--- src/logic/arm_isa_pkg.sv ---
package arm_isa_pkg;

    // Raw instruction word and its fields
    typedef logic [31:0] instr_t;
    typedef logic [3:0]  cond_t;         // Bits 31:28
    typedef logic [2:0]  instr_class_t;  // Bits 27:25
    typedef logic [3:0]  reg_idx_t;      // Register number
    typedef logic [11:0] imm12_t;        // Low field, immediate or shift spec

    // Field positions inside instr_t
    localparam int COND_MSB   = 31;  // Condition field top bit
    localparam int CLASS_LSB  = 25;  // Class field bottom bit
    localparam int OPCODE_LSB = 21;  // DP opcode, bits 24:21
    localparam int U_BIT      = 23;  // Up/down for load/store offset
    localparam int L_BIT      = 20;  // Load when set, store when clear
    localparam int LINK_BIT   = 24;  // BL versus B
    localparam int RD_LSB     = 12;  // Destination, bits 15:12

    // Instruction classes, bits 27:25
    localparam instr_class_t CLASS_DP_SHIFT = 3'b000;  // DP, shift by imm or reg
    localparam instr_class_t CLASS_DP_IMM   = 3'b001;  // DP, rotated immediate
    localparam instr_class_t CLASS_LS_IMM   = 3'b010;  // Load/store, imm offset
    localparam instr_class_t CLASS_LS_REG   = 3'b011;  // Load/store, reg offset
    localparam instr_class_t CLASS_BRANCH   = 3'b101;  // B and BL

    // Condition codes
    localparam cond_t COND_EQ = 4'b0000;  // Equal
    localparam cond_t COND_NE = 4'b0001;  // Not equal
    localparam cond_t COND_CS = 4'b0010;  // Carry set, unsigned higher or same
    localparam cond_t COND_CC = 4'b0011;  // Carry clear, unsigned lower
    localparam cond_t COND_MI = 4'b0100;  // Negative
    localparam cond_t COND_PL = 4'b0101;  // Positive or zero
    localparam cond_t COND_VS = 4'b0110;  // Overflow
    localparam cond_t COND_VC = 4'b0111;  // No overflow
    localparam cond_t COND_HI = 4'b1000;  // Unsigned higher
    localparam cond_t COND_LS = 4'b1001;  // Unsigned lower or same
    localparam cond_t COND_GE = 4'b1010;  // Signed greater or equal
    localparam cond_t COND_LT = 4'b1011;  // Signed less than
    localparam cond_t COND_GT = 4'b1100;  // Signed greater than
    localparam cond_t COND_LE = 4'b1101;  // Signed less or equal
    localparam cond_t COND_AL = 4'b1110;  // Always
    localparam cond_t COND_NV = 4'b1111;  // Never, treated as fail

endpackage

--- src/logic/pipe_ctrl_pkg.sv ---
package pipe_ctrl_pkg;

    // Status flags, N Z C V from the top
    typedef logic [3:0] flags_t;

    localparam int FLAG_N = 3;
    localparam int FLAG_Z = 2;
    localparam int FLAG_C = 1;
    localparam int FLAG_V = 0;

    // ALU opcode as seen by the EX stage
    typedef logic [3:0] alu_op_t;

    localparam alu_op_t ALU_OP_NONE = 4'b0000;
    localparam alu_op_t ALU_OP_SUB  = 4'b0010;  // Load/store, U clear
    localparam alu_op_t ALU_OP_ADD  = 4'b0100;  // Load/store U set, BL return address

    // Decoded control word carried into EX
    // All-zero is a bubble
    typedef struct packed {
        logic                  valid;       // Set only by the ID/EX register
        logic                  shift_imm;   // Operand 2 from the immediate path
        logic                  rf_enable;   // Write back to Rd
        logic                  load_instr;  // Result comes from memory
        logic                  mem_write;   // Store
        logic                  branch;
        logic                  link;        // BL, writes return address
        alu_op_t               alu_op;
        arm_isa_pkg::reg_idx_t rd;
        arm_isa_pkg::imm12_t   imm12;
    } ctrl_t;

    localparam ctrl_t NOP_CTRL = '0;

endpackage

--- src/logic/arm_decode_stage.sv ---
`timescale 1ns/100ps

module arm_decode_stage
    import arm_isa_pkg::*;
    import pipe_ctrl_pkg::*;
(
    input  logic   clk,
    input  logic   rst_n,
    input  instr_t instr,
    input  logic   instr_valid,
    input  flags_t flags_in,
    input  logic   flags_we,
    output ctrl_t  ex_ctrl,
    output logic   branch_taken
);

    ctrl_t dec_ctrl;   // Combinational decode
    logic  cond_pass;  // Condition check against current flags

    instr_decoder u_decoder (
        .instr    (instr),
        .dec_ctrl (dec_ctrl)
    );

    // Condition field is the top nibble of the word
    cond_unit u_cond (
        .clk       (clk),
        .rst_n     (rst_n),
        .cond      (instr[COND_MSB -: $bits(cond_t)]),
        .flags_in  (flags_in),
        .flags_we  (flags_we),
        .cond_pass (cond_pass)
    );

    id_ex_register u_id_ex (
        .clk          (clk),
        .rst_n        (rst_n),
        .dec_ctrl     (dec_ctrl),
        .instr_valid  (instr_valid),
        .cond_pass    (cond_pass),
        .ex_ctrl      (ex_ctrl),
        .branch_taken (branch_taken)
    );

endmodule

--- src/logic/cond_unit.sv ---
`timescale 1ns/100ps

module cond_unit
    import arm_isa_pkg::*;
    import pipe_ctrl_pkg::*;
(
    input  logic   clk,
    input  logic   rst_n,
    input  cond_t  cond,
    input  flags_t flags_in,
    input  logic   flags_we,
    output logic   cond_pass
);

    flags_t flags_q;  // Status register
    logic   n;
    logic   z;
    logic   c;
    logic   v;

    // Loaded from the ALU side when the S bit is set upstream
    always_ff @(posedge clk)
    begin
        if (!rst_n)
            flags_q <= '0;
        else if (flags_we)
            flags_q <= flags_in;
    end

    assign n = flags_q[FLAG_N];
    assign z = flags_q[FLAG_Z];
    assign c = flags_q[FLAG_C];
    assign v = flags_q[FLAG_V];

    // Standard condition table
    always_comb
    begin
        cond_pass = 1'b0;
        case (cond)
            COND_EQ: cond_pass = z;
            COND_NE: cond_pass = ~z;
            COND_CS: cond_pass = c;
            COND_CC: cond_pass = ~c;
            COND_MI: cond_pass = n;
            COND_PL: cond_pass = ~n;
            COND_VS: cond_pass = v;
            COND_VC: cond_pass = ~v;
            COND_HI: cond_pass = c & ~z;
            COND_LS: cond_pass = ~c | z;
            COND_GE: cond_pass = (n == v);
            COND_LT: cond_pass = (n != v);
            COND_GT: cond_pass = ~z & (n == v);  // Both terms needed
            COND_LE: cond_pass = z | (n != v);
            COND_AL: cond_pass = 1'b1;
            COND_NV: cond_pass = 1'b0;           // Reserved space never issues
            default: cond_pass = 1'b0;
        endcase
    end

    // AL must issue regardless of flag contents
    a_al_passes: assert property (@(posedge clk) disable iff (!rst_n)
        (cond == COND_AL) |-> cond_pass)
        else $error("AL condition failed with flags %b", flags_q);

endmodule

--- src/logic/id_ex_register.sv ---
`timescale 1ns/100ps

module id_ex_register
    import pipe_ctrl_pkg::*;
(
    input  logic  clk,
    input  logic  rst_n,
    input  ctrl_t dec_ctrl,
    input  logic  instr_valid,
    input  logic  cond_pass,
    output ctrl_t ex_ctrl,
    output logic  branch_taken
);

    logic  issue;       // Instruction goes ahead this cycle
    ctrl_t issue_ctrl;

    assign issue = instr_valid & cond_pass;

    // Decoder leaves valid clear, stamp it here
    always_comb
    begin
        issue_ctrl       = dec_ctrl;
        issue_ctrl.valid = 1'b1;
    end

    // NOP mux folded into the stage register
    always_ff @(posedge clk)
    begin
        if (!rst_n)
        begin
            ex_ctrl      <= NOP_CTRL;
            branch_taken <= 1'b0;
        end
        else
        begin
            ex_ctrl      <= issue ? issue_ctrl : NOP_CTRL;
            branch_taken <= issue & dec_ctrl.branch;  // One pulse per taken branch
        end
    end

    // A taken branch is never a bubble
    a_branch_valid: assert property (@(posedge clk) disable iff (!rst_n)
        branch_taken |-> ex_ctrl.valid)
        else $error("Branch pulse without a valid EX word");

endmodule

--- src/logic/instr_decoder.sv ---
`timescale 1ns/100ps

module instr_decoder
    import arm_isa_pkg::*;
    import pipe_ctrl_pkg::*;
(
    input  instr_t instr,
    output ctrl_t  dec_ctrl
);

    instr_class_t instr_class;
    logic         u_bit;
    logic         l_bit;
    logic         link_bit;
    alu_op_t      dp_opcode;

    // Field extraction
    assign instr_class = instr[CLASS_LSB +: $bits(instr_class_t)];
    assign u_bit       = instr[U_BIT];
    assign l_bit       = instr[L_BIT];
    assign link_bit    = instr[LINK_BIT];
    assign dp_opcode   = instr[OPCODE_LSB +: $bits(alu_op_t)];

    always_comb
    begin
        dec_ctrl = NOP_CTRL;  // Unknown classes stay a bubble

        // Operand fields pass through for every class
        dec_ctrl.rd    = instr[RD_LSB +: $bits(reg_idx_t)];
        dec_ctrl.imm12 = instr[$bits(imm12_t)-1:0];

        case (instr_class)
            CLASS_DP_SHIFT,
            CLASS_DP_IMM:
            begin
                dec_ctrl.rf_enable = 1'b1;
                dec_ctrl.alu_op    = dp_opcode;  // Opcode used as-is
                dec_ctrl.shift_imm = (instr_class == CLASS_DP_IMM);
            end

            CLASS_LS_IMM,
            CLASS_LS_REG:
            begin
                // Loads write Rd, stores write memory
                dec_ctrl.load_instr = l_bit;
                dec_ctrl.rf_enable  = l_bit;
                dec_ctrl.mem_write  = ~l_bit;
                dec_ctrl.alu_op     = u_bit ? ALU_OP_ADD : ALU_OP_SUB;  // Base +/- offset
                dec_ctrl.shift_imm  = (instr_class == CLASS_LS_IMM);
            end

            CLASS_BRANCH:
            begin
                dec_ctrl.branch    = 1'b1;
                dec_ctrl.link      = link_bit;
                dec_ctrl.rf_enable = link_bit;  // BL writes the link register
                dec_ctrl.alu_op    = link_bit ? ALU_OP_ADD : ALU_OP_NONE;
            end

            default:
            begin
                // Control bits stay clear
            end
        endcase
    end

    // Load and store are mutually exclusive
    a_ls_exclusive: assert final (!(dec_ctrl.mem_write && dec_ctrl.load_instr))
        else $error("Decoder drives both load and store for %h", instr);

endmodule

--- config.mk ---
export PLATFORM = sky130hd
export DESIGN_NAME = arm_decode_stage
export DESIGN_NICKNAME = d
export VERILOG_FILES = /design/src/logic/arm_isa_pkg.sv /design/src/logic/pipe_ctrl_pkg.sv /design/src/logic/arm_decode_stage.sv /design/src/logic/cond_unit.sv /design/src/logic/id_ex_register.sv /design/src/logic/instr_decoder.sv
export SDC_FILE = /design/constraint.sdc
export NUM_CORES = 1
export LEC_CHECK = 0
export BUFFER_PORTS_ARGS = -buffer_cell sky130_fd_sc_hd__buf_2
export CORE_MARGIN = 2
export CORE_UTILIZATION = 37
export DETAILED_ROUTE_END_ITERATION = 6
export PLACE_DENSITY = 0.8
export SLEW_MARGIN = 20
export SYNTH_ARGS = -nofsm -noshare
export SYNTH_HDL_FRONTEND = slang
export SYNTH_SLANG_ARGS = --single-unit
export TNS_END_PERCENT = 50
--- constraint.sdc ---
create_clock -name clk -period 1.65 [get_ports clk]
set_clock_uncertainty 0.05 [all_clocks]
set_input_delay 0.165 -clock clk [delete_from_list [all_inputs] [get_ports clk]]
set_output_delay 0.165 -clock clk [all_outputs]
set_load 0.02 [all_outputs]
==> results of run 1 <==
-- metal layers --
| metal | vias up | wire [um] | global-route usage (%) |
|---|---|---|---|
| met2 | 45 | 1430 | 30.5 |
| met4 | 0 | 17 | 3.57 |
| li1 | 498 | - | - |
| met3 | 2 | 234 | 6.59 |
| met1 | 454 | 908 | 14.7 |
| met5 | - | 0 | 0 |
-- cells in the mapped netlist, drive strengths merged (2+ instances only) --
library cell,count
a21oi,3
and2,18
clkbuf,3
dfxtp,32
inv,3
mux2i,6
nand2,4
nor2,2
nor2b,4
nor3,3
nor4b,3
xnor2,3
-- worst register-to-register path, delay by kind of cell (launching register included) --
family	cells	cell delay, ns
buf+inv	1	0.19
mux	2	0.73
simple gates	1	0.24
flops	1	0.33
compound gates	1	0.06
-- stage by stage --
step,utilization [%],setup slack [ns],instances
after floorplan,-,-0.188,95
after global placement,54.4,-0.0328,195
after detailed placement,54.4,-0.0793,195
after CTS,60.8,-0.0501,213
after global routing,61.9,-0.0793,216
final,61.9,-0.0359,216
-- power by group through the flow --
stage                     clock network (mW)  logic, mW  registers [mW]
after floorplan                            0     0.0862           0.860
after global placement                     0      0.209           0.826
after detailed placement                   0      0.217           0.829
after CTS                              0.463      0.239           0.811
after global routing                   0.496      0.266           0.813
final                                  0.448      0.244           0.810
-- worst paths after layout --
kind              slack [ns]  cells past startpoint                        endpoint                            from
hold reg to reg         0.58                      3  u_cond.flags_q[0]$_SDFFE_PN0P_  u_cond.flags_q[0]$_SDFFE_PN0P_
setup reg to reg       -0.04                      5  u_id_ex.ex_ctrl[16]$_SDFF_PN0_  u_cond.flags_q[0]$_SDFFE_PN0P_
hold / removal          0.01                      2  u_id_ex.ex_ctrl[11]$_SDFF_PN0_                       instr[11]
setup / recovery       -0.04                      5  u_id_ex.ex_ctrl[16]$_SDFF_PN0_  u_cond.flags_q[0]$_SDFFE_PN0P_
-- cell families after synthesis --
group,count (synthesis),synth area share [%]
AO/OA/AOI/OAI,7,5.60
XOR/XNOR,3,2.35
buffers and inverters,7,3.25
flip-flops,32,57.3
multiplexers,7,7.73
AND/OR/NAND/NOR,39,23.7
-- cell usage in the layout (no fill, tap or decap) --
cell type	count
buf_4	10
dlygate4sd3_1	13
inv_4	1
clkbuf_8	1
and4_1	1
and4b_1	1
o221a_2	1
a21oi_1	3
mux4_2	1
inv_1	2
nor3_1	3
nor4b_2	3
and2_1	11
clkinv_2	2
mux2i_1	5
nand4b_1	1
mux2i_2	1
buf_2	63
a211oi_4	1
clkbuf_4	5
nor2_1	2
nor3b_1	1
dfxtp_2	1
o22ai_1	1
nor2b_1	4
nand2_1	4
and2_4	7
dfxtp_1	31
o21ba_2	1
xnor2_1	3
or4bb_1	1
-- flip-flops by register name, summed over array words and instances (netlist names) --
signal                flops
u_cond.flags_q            4
u_id_ex.branch_taken      1
u_id_ex.ex_ctrl          27
-- final cells by class --
class | instances | area, um2 | area share [%]
clock inverters | 2 | 10.0 | 0.577
flip-flops and latches | 32 | 642 | 37.0
clock buffers | 6 | 51.3 | 2.96
repair buffers | 86 | 520 | 30.0
multi-input cells | 56 | 459 | 26.5
inverters | 3 | 13.8 | 0.793
well taps | 31 | 38.8 | 2.24
-- what timing repair did --
| item | CTS | global route |
|---|---|---|
| hold endpoints to repair | 10 | 3 |
| resized for setup | 3 | 0 |
| pin swaps | 2 | 0 |
| hold buffers | 10 | 3 |
| endpoints found under the setup margin | 24 | 27 |
==> results.sh, run 1 <==
export IMPL_status="finished with violations"
export IMPL_violations="design-rule violations, negative setup slack"
export IMPL_swShare_pct=24.5
export IMPL_diodes=0
export IMPL_die_area_um2=3480
export IMPL_die_y_um=59.0
export IMPL_synth_edf_count=0
export IMPL_grt_max_degree=20
export IMPL_grt_setup_unrepaired="yes"
export IMPL_pwr_share_clk_pct=29.8
export IMPL_crit_arrival_ns=1.87
export IMPL_tns_ns=-0.418
export IMPL_postSynthAreaPerCell_um2=11.8
export IMPL_numCtsBuffers=5
export IMPL_timing_fmax_ghz=0.593
export IMPL_area_delta_synth_final_pct=55.3
export IMPL_synth_area_top_cells="dfxtp_1, and2_1, and2_4"
export IMPL_port_buffer_count=63
export IMPL_synth_fp_nets=135
export IMPL_placed_area_um2=1530
export IMPL_ioPinCount=68
export IMPL_crit_chain="mux4_2 > mux2i_2 > a211oi_4 > buf_4 > nor4b_2"
export IMPL_finalWorstSetupSlack_ns=-0.0359
export IMPL_async_flop_share_pct=0
export IMPL_wirelength_mm=2.59
export IMPL_internal_power_mw=1.13
export IMPL_drive_gt1_share_pct=53.0
export IMPL_cp_slowest_stage_delay_ns=0.49
export IMPL_ir_drop_v=0.000472
export IMPL_worst_path_max_delay_cell="mux4_2"
export IMPL_end_kind="register"
export IMPL_synth_seq_cells=32
export IMPL_relSlewSlack_pct=78.5
export IMPL_yosys_warnings=0
export IMPL_start_util_pct=39.8
export IMPL_critPathLaunchType="register"
export IMPL_power_mw=1.50
export IMPL_crit_fanout=9
export IMPL_max_cap_violations=0
export IMPL_design_core_area_um2=2810
export IMPL_worstPathBufferInverterCount=1
export IMPL_setup_viol=23
export IMPL_detail_route_wl_per_cell_um=12.0
export IMPL_antenna_found_initial=0
export IMPL_rows=19
export IMPL_dr_total_vias=999
export IMPL_routabilityCongestion=0.800
export IMPL_required_ns=1.83
export IMPL_stdcell_area_um2=1740
export IMPL_dr_pass1_iters=6
export IMPL_power_frac_seq_pct=54.0
export IMPL_clkTransAtPathRegs_ns=0.09
export IMPL_clock_path_buffers=2
export IMPL_p_sw_mw=0.369
export IMPL_hold_violations=0
export IMPL_synth_main_ff_cell="dfxtp_1"
export IMPL_grt_pass1_wl_mm=4.04
export IMPL_clock_latency_ns=0.31
export IMPL_htree_num_levels=2
export IMPL_drtAntennaViolNets=0
export IMPL_cp_top_family="multiplexers"
export IMPL_final_nets=224
export IMPL_nFillCells=233
export IMPL_p_comb_share_pct=16.2
export IMPL_clockRootBuffer="clkbuf_4"
export IMPL_overflow=0
export IMPL_whs_ns=0.0148
export IMPL_gr_usage_all_layers_pct=15.6
export IMPL_syn_area_um2=1120
export IMPL_drc=7
export IMPL_hpwl_mm=1.82
export IMPL_postCtsSetupBuffers=0
export IMPL_vias_per_cell=4.63
export IMPL_fin_crit_sh_pct=102
export IMPL_crit_type="register to register"
export IMPL_cts_tree="yes"
export IMPL_die_w_um=59.0
export IMPL_period_needed_ns=1.69
export IMPL_hp_class="primary input to register"
export IMPL_total_leakage_power_nw=0.874
export IMPL_ys_seq_area_share_pct=57.3
export IMPL_clock_sinks=32
export IMPL_grt_pass1_vias=1005
export IMPL_synth_largest_area_cell="dfxtp_1"
export IMPL_netlist_area_leader_share_pct=57.3
export IMPL_drt_iter0_markers=43
export IMPL_worstMarginPinSlew_ns=0.322
export IMPL_powerDensity_nw_per_um2=866
export IMPL_synthCells=95
export IMPL_yosysUniqueCellTypes=25
export IMPL_finalMaxSlewViolations=0
Power figures use the tool's default switching activity.
==> run 2, diff against run 1 <==
==> constraint.sdc (replaced) <==
create_clock -name clk -period 1.65 [get_ports clk]
set_clock_uncertainty 0.05 [all_clocks]
set_input_delay 0.0825 -clock clk [delete_from_list [all_inputs] [get_ports clk]]
set_output_delay 0.0825 -clock clk [all_outputs]
set_load 0.02 [all_outputs]
==> results.sh, run 2 (synthesis results as in run 1) <==
export IMPL_drtAntennaViolNets=0
export IMPL_diodes=0
export IMPL_reg_top3="u_id_ex.ex_ctrl: 27 flops, u_cond.flags_q: 4 flops, u_id_ex.branch_taken: 1 flops"
export IMPL_stdcell_area_um2=1860
export IMPL_clockRootBuffer="clkbuf_4"
export IMPL_drt_iter0_markers=26
export IMPL_die_area_um2=3480
export IMPL_wirelength_mm=2.85
export IMPL_power_frac_seq_pct=49.5
export IMPL_area_delta_synth_final_pct=66.2
export IMPL_grt_pass1_vias=1058
export IMPL_routabilityCongestion=0.805
export IMPL_clock_sinks=32
export IMPL_regMostFlops="u_id_ex.ex_ctrl"
export IMPL_hold_violations=0
export IMPL_internal_power_mw=1.26
export IMPL_powerDensity_nw_per_um2=882
export IMPL_detail_route_wl_per_cell_um=12.7
export IMPL_crit_fanout=19
export IMPL_whs_ns=0.0154
export IMPL_dr_total_vias=1040
export IMPL_grt_max_degree=20
export IMPL_finalWorstSetupSlack_ns=-0.0353
export IMPL_critPathLaunchType="register"
export IMPL_relSlewSlack_pct=78.9
export IMPL_numCtsBuffers=5
export IMPL_fin_crit_sh_pct=102
export IMPL_vias_per_cell=4.64
export IMPL_clkTransAtPathRegs_ns=0.09
export IMPL_status="finished with violations"
export IMPL_final_nets=232
export IMPL_dr_pass1_iters=6
export IMPL_overflow=0
export IMPL_port_buffer_count=63
export IMPL_final_common_cell="buf_2"
export IMPL_pwr_share_clk_pct=34.4
export IMPL_max_cap_violations=0
export IMPL_grt_pass1_wl_mm=4.31
export IMPL_finalMaxSlewViolations=0
export IMPL_regArea_um2=643
export IMPL_clock_path_buffers=2
export IMPL_cts_tree="yes"
export IMPL_worstMarginPinSlew_ns=0.316
export IMPL_die_w_um=59.0
export IMPL_total_leakage_power_nw=0.916
export IMPL_multiInputGateArea_um2=468
export IMPL_postCtsSetupBuffers=0
export IMPL_drive_gt1_share_pct=48.2
export IMPL_pre_cts_ws_ns=-0.0714
export IMPL_gr_usage_all_layers_pct=16.8
export IMPL_hp_class="primary input to register"
export IMPL_antenna_found_initial=0
export IMPL_crit_arrival_ns=1.85
export IMPL_swShare_pct=22.8
export IMPL_setup_viol=18
export IMPL_period_needed_ns=1.69
export IMPL_design_core_area_um2=2810
export IMPL_grt_setup_unrepaired="yes"
export IMPL_die_y_um=59.0
export IMPL_required_ns=1.82
export IMPL_crit_type="register to register"
export IMPL_fin_cells=224
export IMPL_hpwl_mm=1.84
export IMPL_drc=7
export IMPL_timing_fmax_ghz=0.593
export IMPL_p_comb_share_pct=16.1
export IMPL_placed_area_um2=1490
export IMPL_end_kind="register"
export IMPL_nFillCells=243
export IMPL_ioPinCount=68
export IMPL_rows=19
export IMPL_htree_num_levels=2
export IMPL_largest_reg_flops=27
export IMPL_ir_drop_v=0.000542
export IMPL_p_sw_mw=0.374
export IMPL_dp_cells=190
export IMPL_violations="design-rule violations, negative setup slack"
export IMPL_start_util_pct=39.8
export IMPL_final_cell_mix="buf_2, dfxtp_1, dlygate4sd3_1"
export IMPL_clock_latency_ns=0.32
-- run 2: per-stage QoR --
step	setup TNS, ns	utilization (%)	total power, mW
2_1_floorplan	-2.31	-	0.946
5_1_grt	-1.06	66.2	1.73
3_3_place_gp	-0.0197	53.0	1.03
6_report	-0.409	66.2	1.64
3_5_place_dp	-0.162	53.0	1.04
4_1_cts	-0.149	65.3	1.65
-- run 2: worst paths after layout --
kind / startpoint / to / slack, ns / cells past startpoint
worst max-delay path: u_cond.flags_q[3]$_SDFFE_PN0P_ / u_id_ex.ex_ctrl[0]$_SDFF_PN0_ / -0.04 / 5
worst min-delay path: rst_n / u_cond.flags_q[3]$_SDFFE_PN0P_ / 0.02 / 2
worst max register to register: u_cond.flags_q[3]$_SDFFE_PN0P_ / u_id_ex.ex_ctrl[0]$_SDFF_PN0_ / -0.04 / 5
worst min register to register: u_cond.flags_q[1]$_SDFFE_PN0P_ / u_cond.flags_q[1]$_SDFFE_PN0P_ / 0.49 / 2
-- run 2: worst max-delay path: stages, from the launching register on --
cell	delay [ns]
dfxtp_1	0.32
mux4_2	0.48
mux2i_2	0.18
a211oi_4	0.23
inv_4	0.13
and2_1	0.19
-- run 2: routing by layer --
metal	global-route usage (%)	part of all wire, %	vias up
met2	34.4	57	45
met3	5.49	7.8	5
li1	-	-	511
met1	15.2	33	479
met5	0	0	-
met4	4.87	1.6	0
-- run 2: layout make-up --
cell class                      count  share of cell area (%)
Multi-Input combinational cell     56                    25.2
Tap cell                           31                    2.09
Timing Repair Buffer               94                    33.2
Sequential cell                    32                    34.6
Clock inverter                      2                    1.89
Inverter                            3                   0.741
Clock buffer                        6                    2.22
-- run 2: power groups by stage --
stage	clock, mW	combinational (mW)	sequential [mW]
floorplan	0	0.0862	0.860
global placement	0	0.200	0.827
detailed placement	0	0.208	0.829
CTS	0.581	0.256	0.811
global route	0.630	0.286	0.813
finish	0.562	0.264	0.811
-- run 2: what timing repair did --
action,CTS,global route
hold buffers,25,1
pin swaps,0,0
endpoints found under the setup margin,18,27
hold endpoints to repair,27,1
resized for setup,3,3
==> run 3, diff against run 2 <==
--- a/config.mk
+++ b/config.mk
@@ -6,6 +6,7 @@
 export NUM_CORES = 1
 export LEC_CHECK = 0
 export BUFFER_PORTS_ARGS = -buffer_cell sky130_fd_sc_hd__buf_2
+export CORE_ASPECT_RATIO = 1.25
 export CORE_MARGIN = 2
 export CORE_UTILIZATION = 37
 export DETAILED_ROUTE_END_ITERATION = 6
==> results.sh, run 3 (synthesis results as in run 1) <==
export IMPL_status="finished with violations"
export IMPL_clkTransAtPathRegs_ns=0.09
export IMPL_vias_per_cell=4.43
export IMPL_setup_viol=27
export IMPL_max_cap_violations=0
export IMPL_nFillCells=216
export IMPL_grt_pass1_wl_mm=4.11
export IMPL_overflow=0
export IMPL_ioPinCount=68
export IMPL_clockRootBuffer="clkbuf_4"
export IMPL_regMostFlops="u_id_ex.ex_ctrl"
export IMPL_crit_type="register to register"
export IMPL_rows=22
export IMPL_finalMaxSlewViolations=0
export IMPL_clock_sinks=32
export IMPL_die_w_um=53.2
export IMPL_fin_cells=234
export IMPL_finalWorstSetupSlack_ns=-0.0761
export IMPL_powerDensity_nw_per_um2=863
export IMPL_postCtsSetupBuffers=0
export IMPL_whs_ns=0.0127
export IMPL_largest_reg_flops=27
export IMPL_hold_violations=0
export IMPL_grt_pass1_vias=994
export IMPL_clock_path_buffers=2
export IMPL_critPathLaunchType="register"
export IMPL_wirelength_mm=2.87
export IMPL_worst_path_max_delay_cell="mux4_2"
export IMPL_pre_cts_ws_ns=-0.0847
export IMPL_dr_pass1_iters=4
export IMPL_end_kind="register"
export IMPL_design_core_area_um2=2920
export IMPL_crit_chain="mux4_2 > mux2i_4 > a211oi_4 > buf_4 > nor3_1"
export IMPL_drt_iter0_markers=4
export IMPL_hpwl_mm=1.78
export IMPL_clock_latency_ns=0.33
export IMPL_htree_num_levels=2
export IMPL_total_leakage_power_nw=0.940
export IMPL_dp_cells=195
export IMPL_antenna_found_initial=0
export IMPL_gr_usage_all_layers_pct=16.9
export IMPL_routabilityCongestion=0.719
export IMPL_die_y_um=65.4
export IMPL_cts_tree="yes"
export IMPL_drc=0
export IMPL_detail_route_wl_per_cell_um=12.3
export IMPL_timing_fmax_ghz=0.579
export IMPL_relSlewSlack_pct=76.5
export IMPL_drtAntennaViolNets=0
export IMPL_numCtsBuffers=5
export IMPL_ir_drop_v=0.000587
export IMPL_diodes=0
export IMPL_port_buffer_count=63
export IMPL_area_delta_synth_final_pct=71.7
export IMPL_final_cell_mix="buf_2, dlygate4sd3_1, dfxtp_1"
export IMPL_die_area_um2=3480
export IMPL_final_common_cell="buf_2"
export IMPL_fin_crit_sh_pct=105
export IMPL_crit_arrival_ns=1.90
export IMPL_period_needed_ns=1.73
export IMPL_required_ns=1.82
export IMPL_drive_gt1_share_pct=47.0
export IMPL_violations="negative setup slack"
export IMPL_crit_fanout=9
export IMPL_grt_setup_unrepaired="yes"
export IMPL_hp_class="primary input to register"
export IMPL_final_nets=237
export IMPL_grt_max_degree=20
export IMPL_cp_slowest_stage_delay_ns=0.49
export IMPL_dr_total_vias=1037
export IMPL_worstMarginPinSlew_ns=0.351
export IMPL_reg_top3="u_id_ex.ex_ctrl: 27 flops, u_cond.flags_q: 4 flops, u_id_ex.branch_taken: 1 flops"
export IMPL_start_util_pct=38.3
==> run 3: cell count changes in the layout (fill, tap and decap cells not counted), sizes merged <==
cell and change:
dlygate4sd3 +5
==> run 3: per-stage QoR <==
stage	cell area [um2]	util, %	setup TNS (ns)	power (mW)
6_report	1920	65.7	-1.55	1.66
5_1_grt	1920	65.7	-2.97	1.74
4_1_cts	1890	64.8	-0.363	1.67
3_5_place_dp	1490	51.2	-0.295	1.03
3_3_place_gp	1490	51.2	-0.00330	1.03
2_1_floorplan	1120	-	-2.31	0.946
==> run 3: cell type report <==
cell class	instances	area [um2]	area share, %
clock buffer	6	41.3	2.15
clock inverter	2	35.0	1.83
inverter	3	13.8	0.718
multi-input combinational	56	477	24.9
sequential	32	643	33.5
tap	36	45.0	2.35
timing repair buffer	99	663	34.6
==> run 3: worst paths after layout <==
check	from	endpoint	slack, ns	depth (start not counted)
worst min-delay path	rst_n	u_cond.flags_q[2]$_SDFFE_PN0P_	0.01	2
worst min register to register	u_cond.flags_q[2]$_SDFFE_PN0P_	u_cond.flags_q[2]$_SDFFE_PN0P_	0.58	3
worst max-delay path	u_cond.flags_q[1]$_SDFFE_PN0P_	u_id_ex.ex_ctrl[23]$_SDFF_PN0_	-0.08	5
worst max register to register	u_cond.flags_q[1]$_SDFFE_PN0P_	u_id_ex.ex_ctrl[23]$_SDFF_PN0_	-0.08	5
==> run 3: what timing repair did <==
item | 4_1_cts | 5_1_grt
pin swaps | 4 | 0
resized for setup | 4 | 2
cloned | 0 | 0
hold buffers | 30 | 1
hold endpoints to repair | 29 | 1
endpoints found under the setup margin | 21 | 27
==> run 3: report_power, final <==
| part | switching, mW | internal (mW) | total (mW) |
|---|---|---|---|
| registers | 0.00878 | 0.802 | 0.811 |
| clock network | 0.252 | 0.317 | 0.570 |
| logic | 0.123 | 0.152 | 0.275 |
==> run 3: routing by layer <==
| layer | wire length (um) | vias to the layer above | GRT usage (%) | share of wire (%) |
|---|---|---|---|---|
| li1 | - | 522 | - | - |
| met1 | 1040 | 462 | 14.7 | 36 |
| met2 | 1570 | 49 | 33.1 | 55 |
| met3 | 225 | 4 | 6.36 | 7.8 |
| met4 | 39 | 0 | 6.09 | 1.4 |
| met5 | 0 | - | 0 | 0 |
==> run 3: worst max-delay path: cells and delay by family, from the launching register on <==
family          cells  cell delay [ns]
compound gates      1             0.21
simple gates        1             0.07
mux                 2             0.71
buf+inv             1             0.23
flops               1             0.34
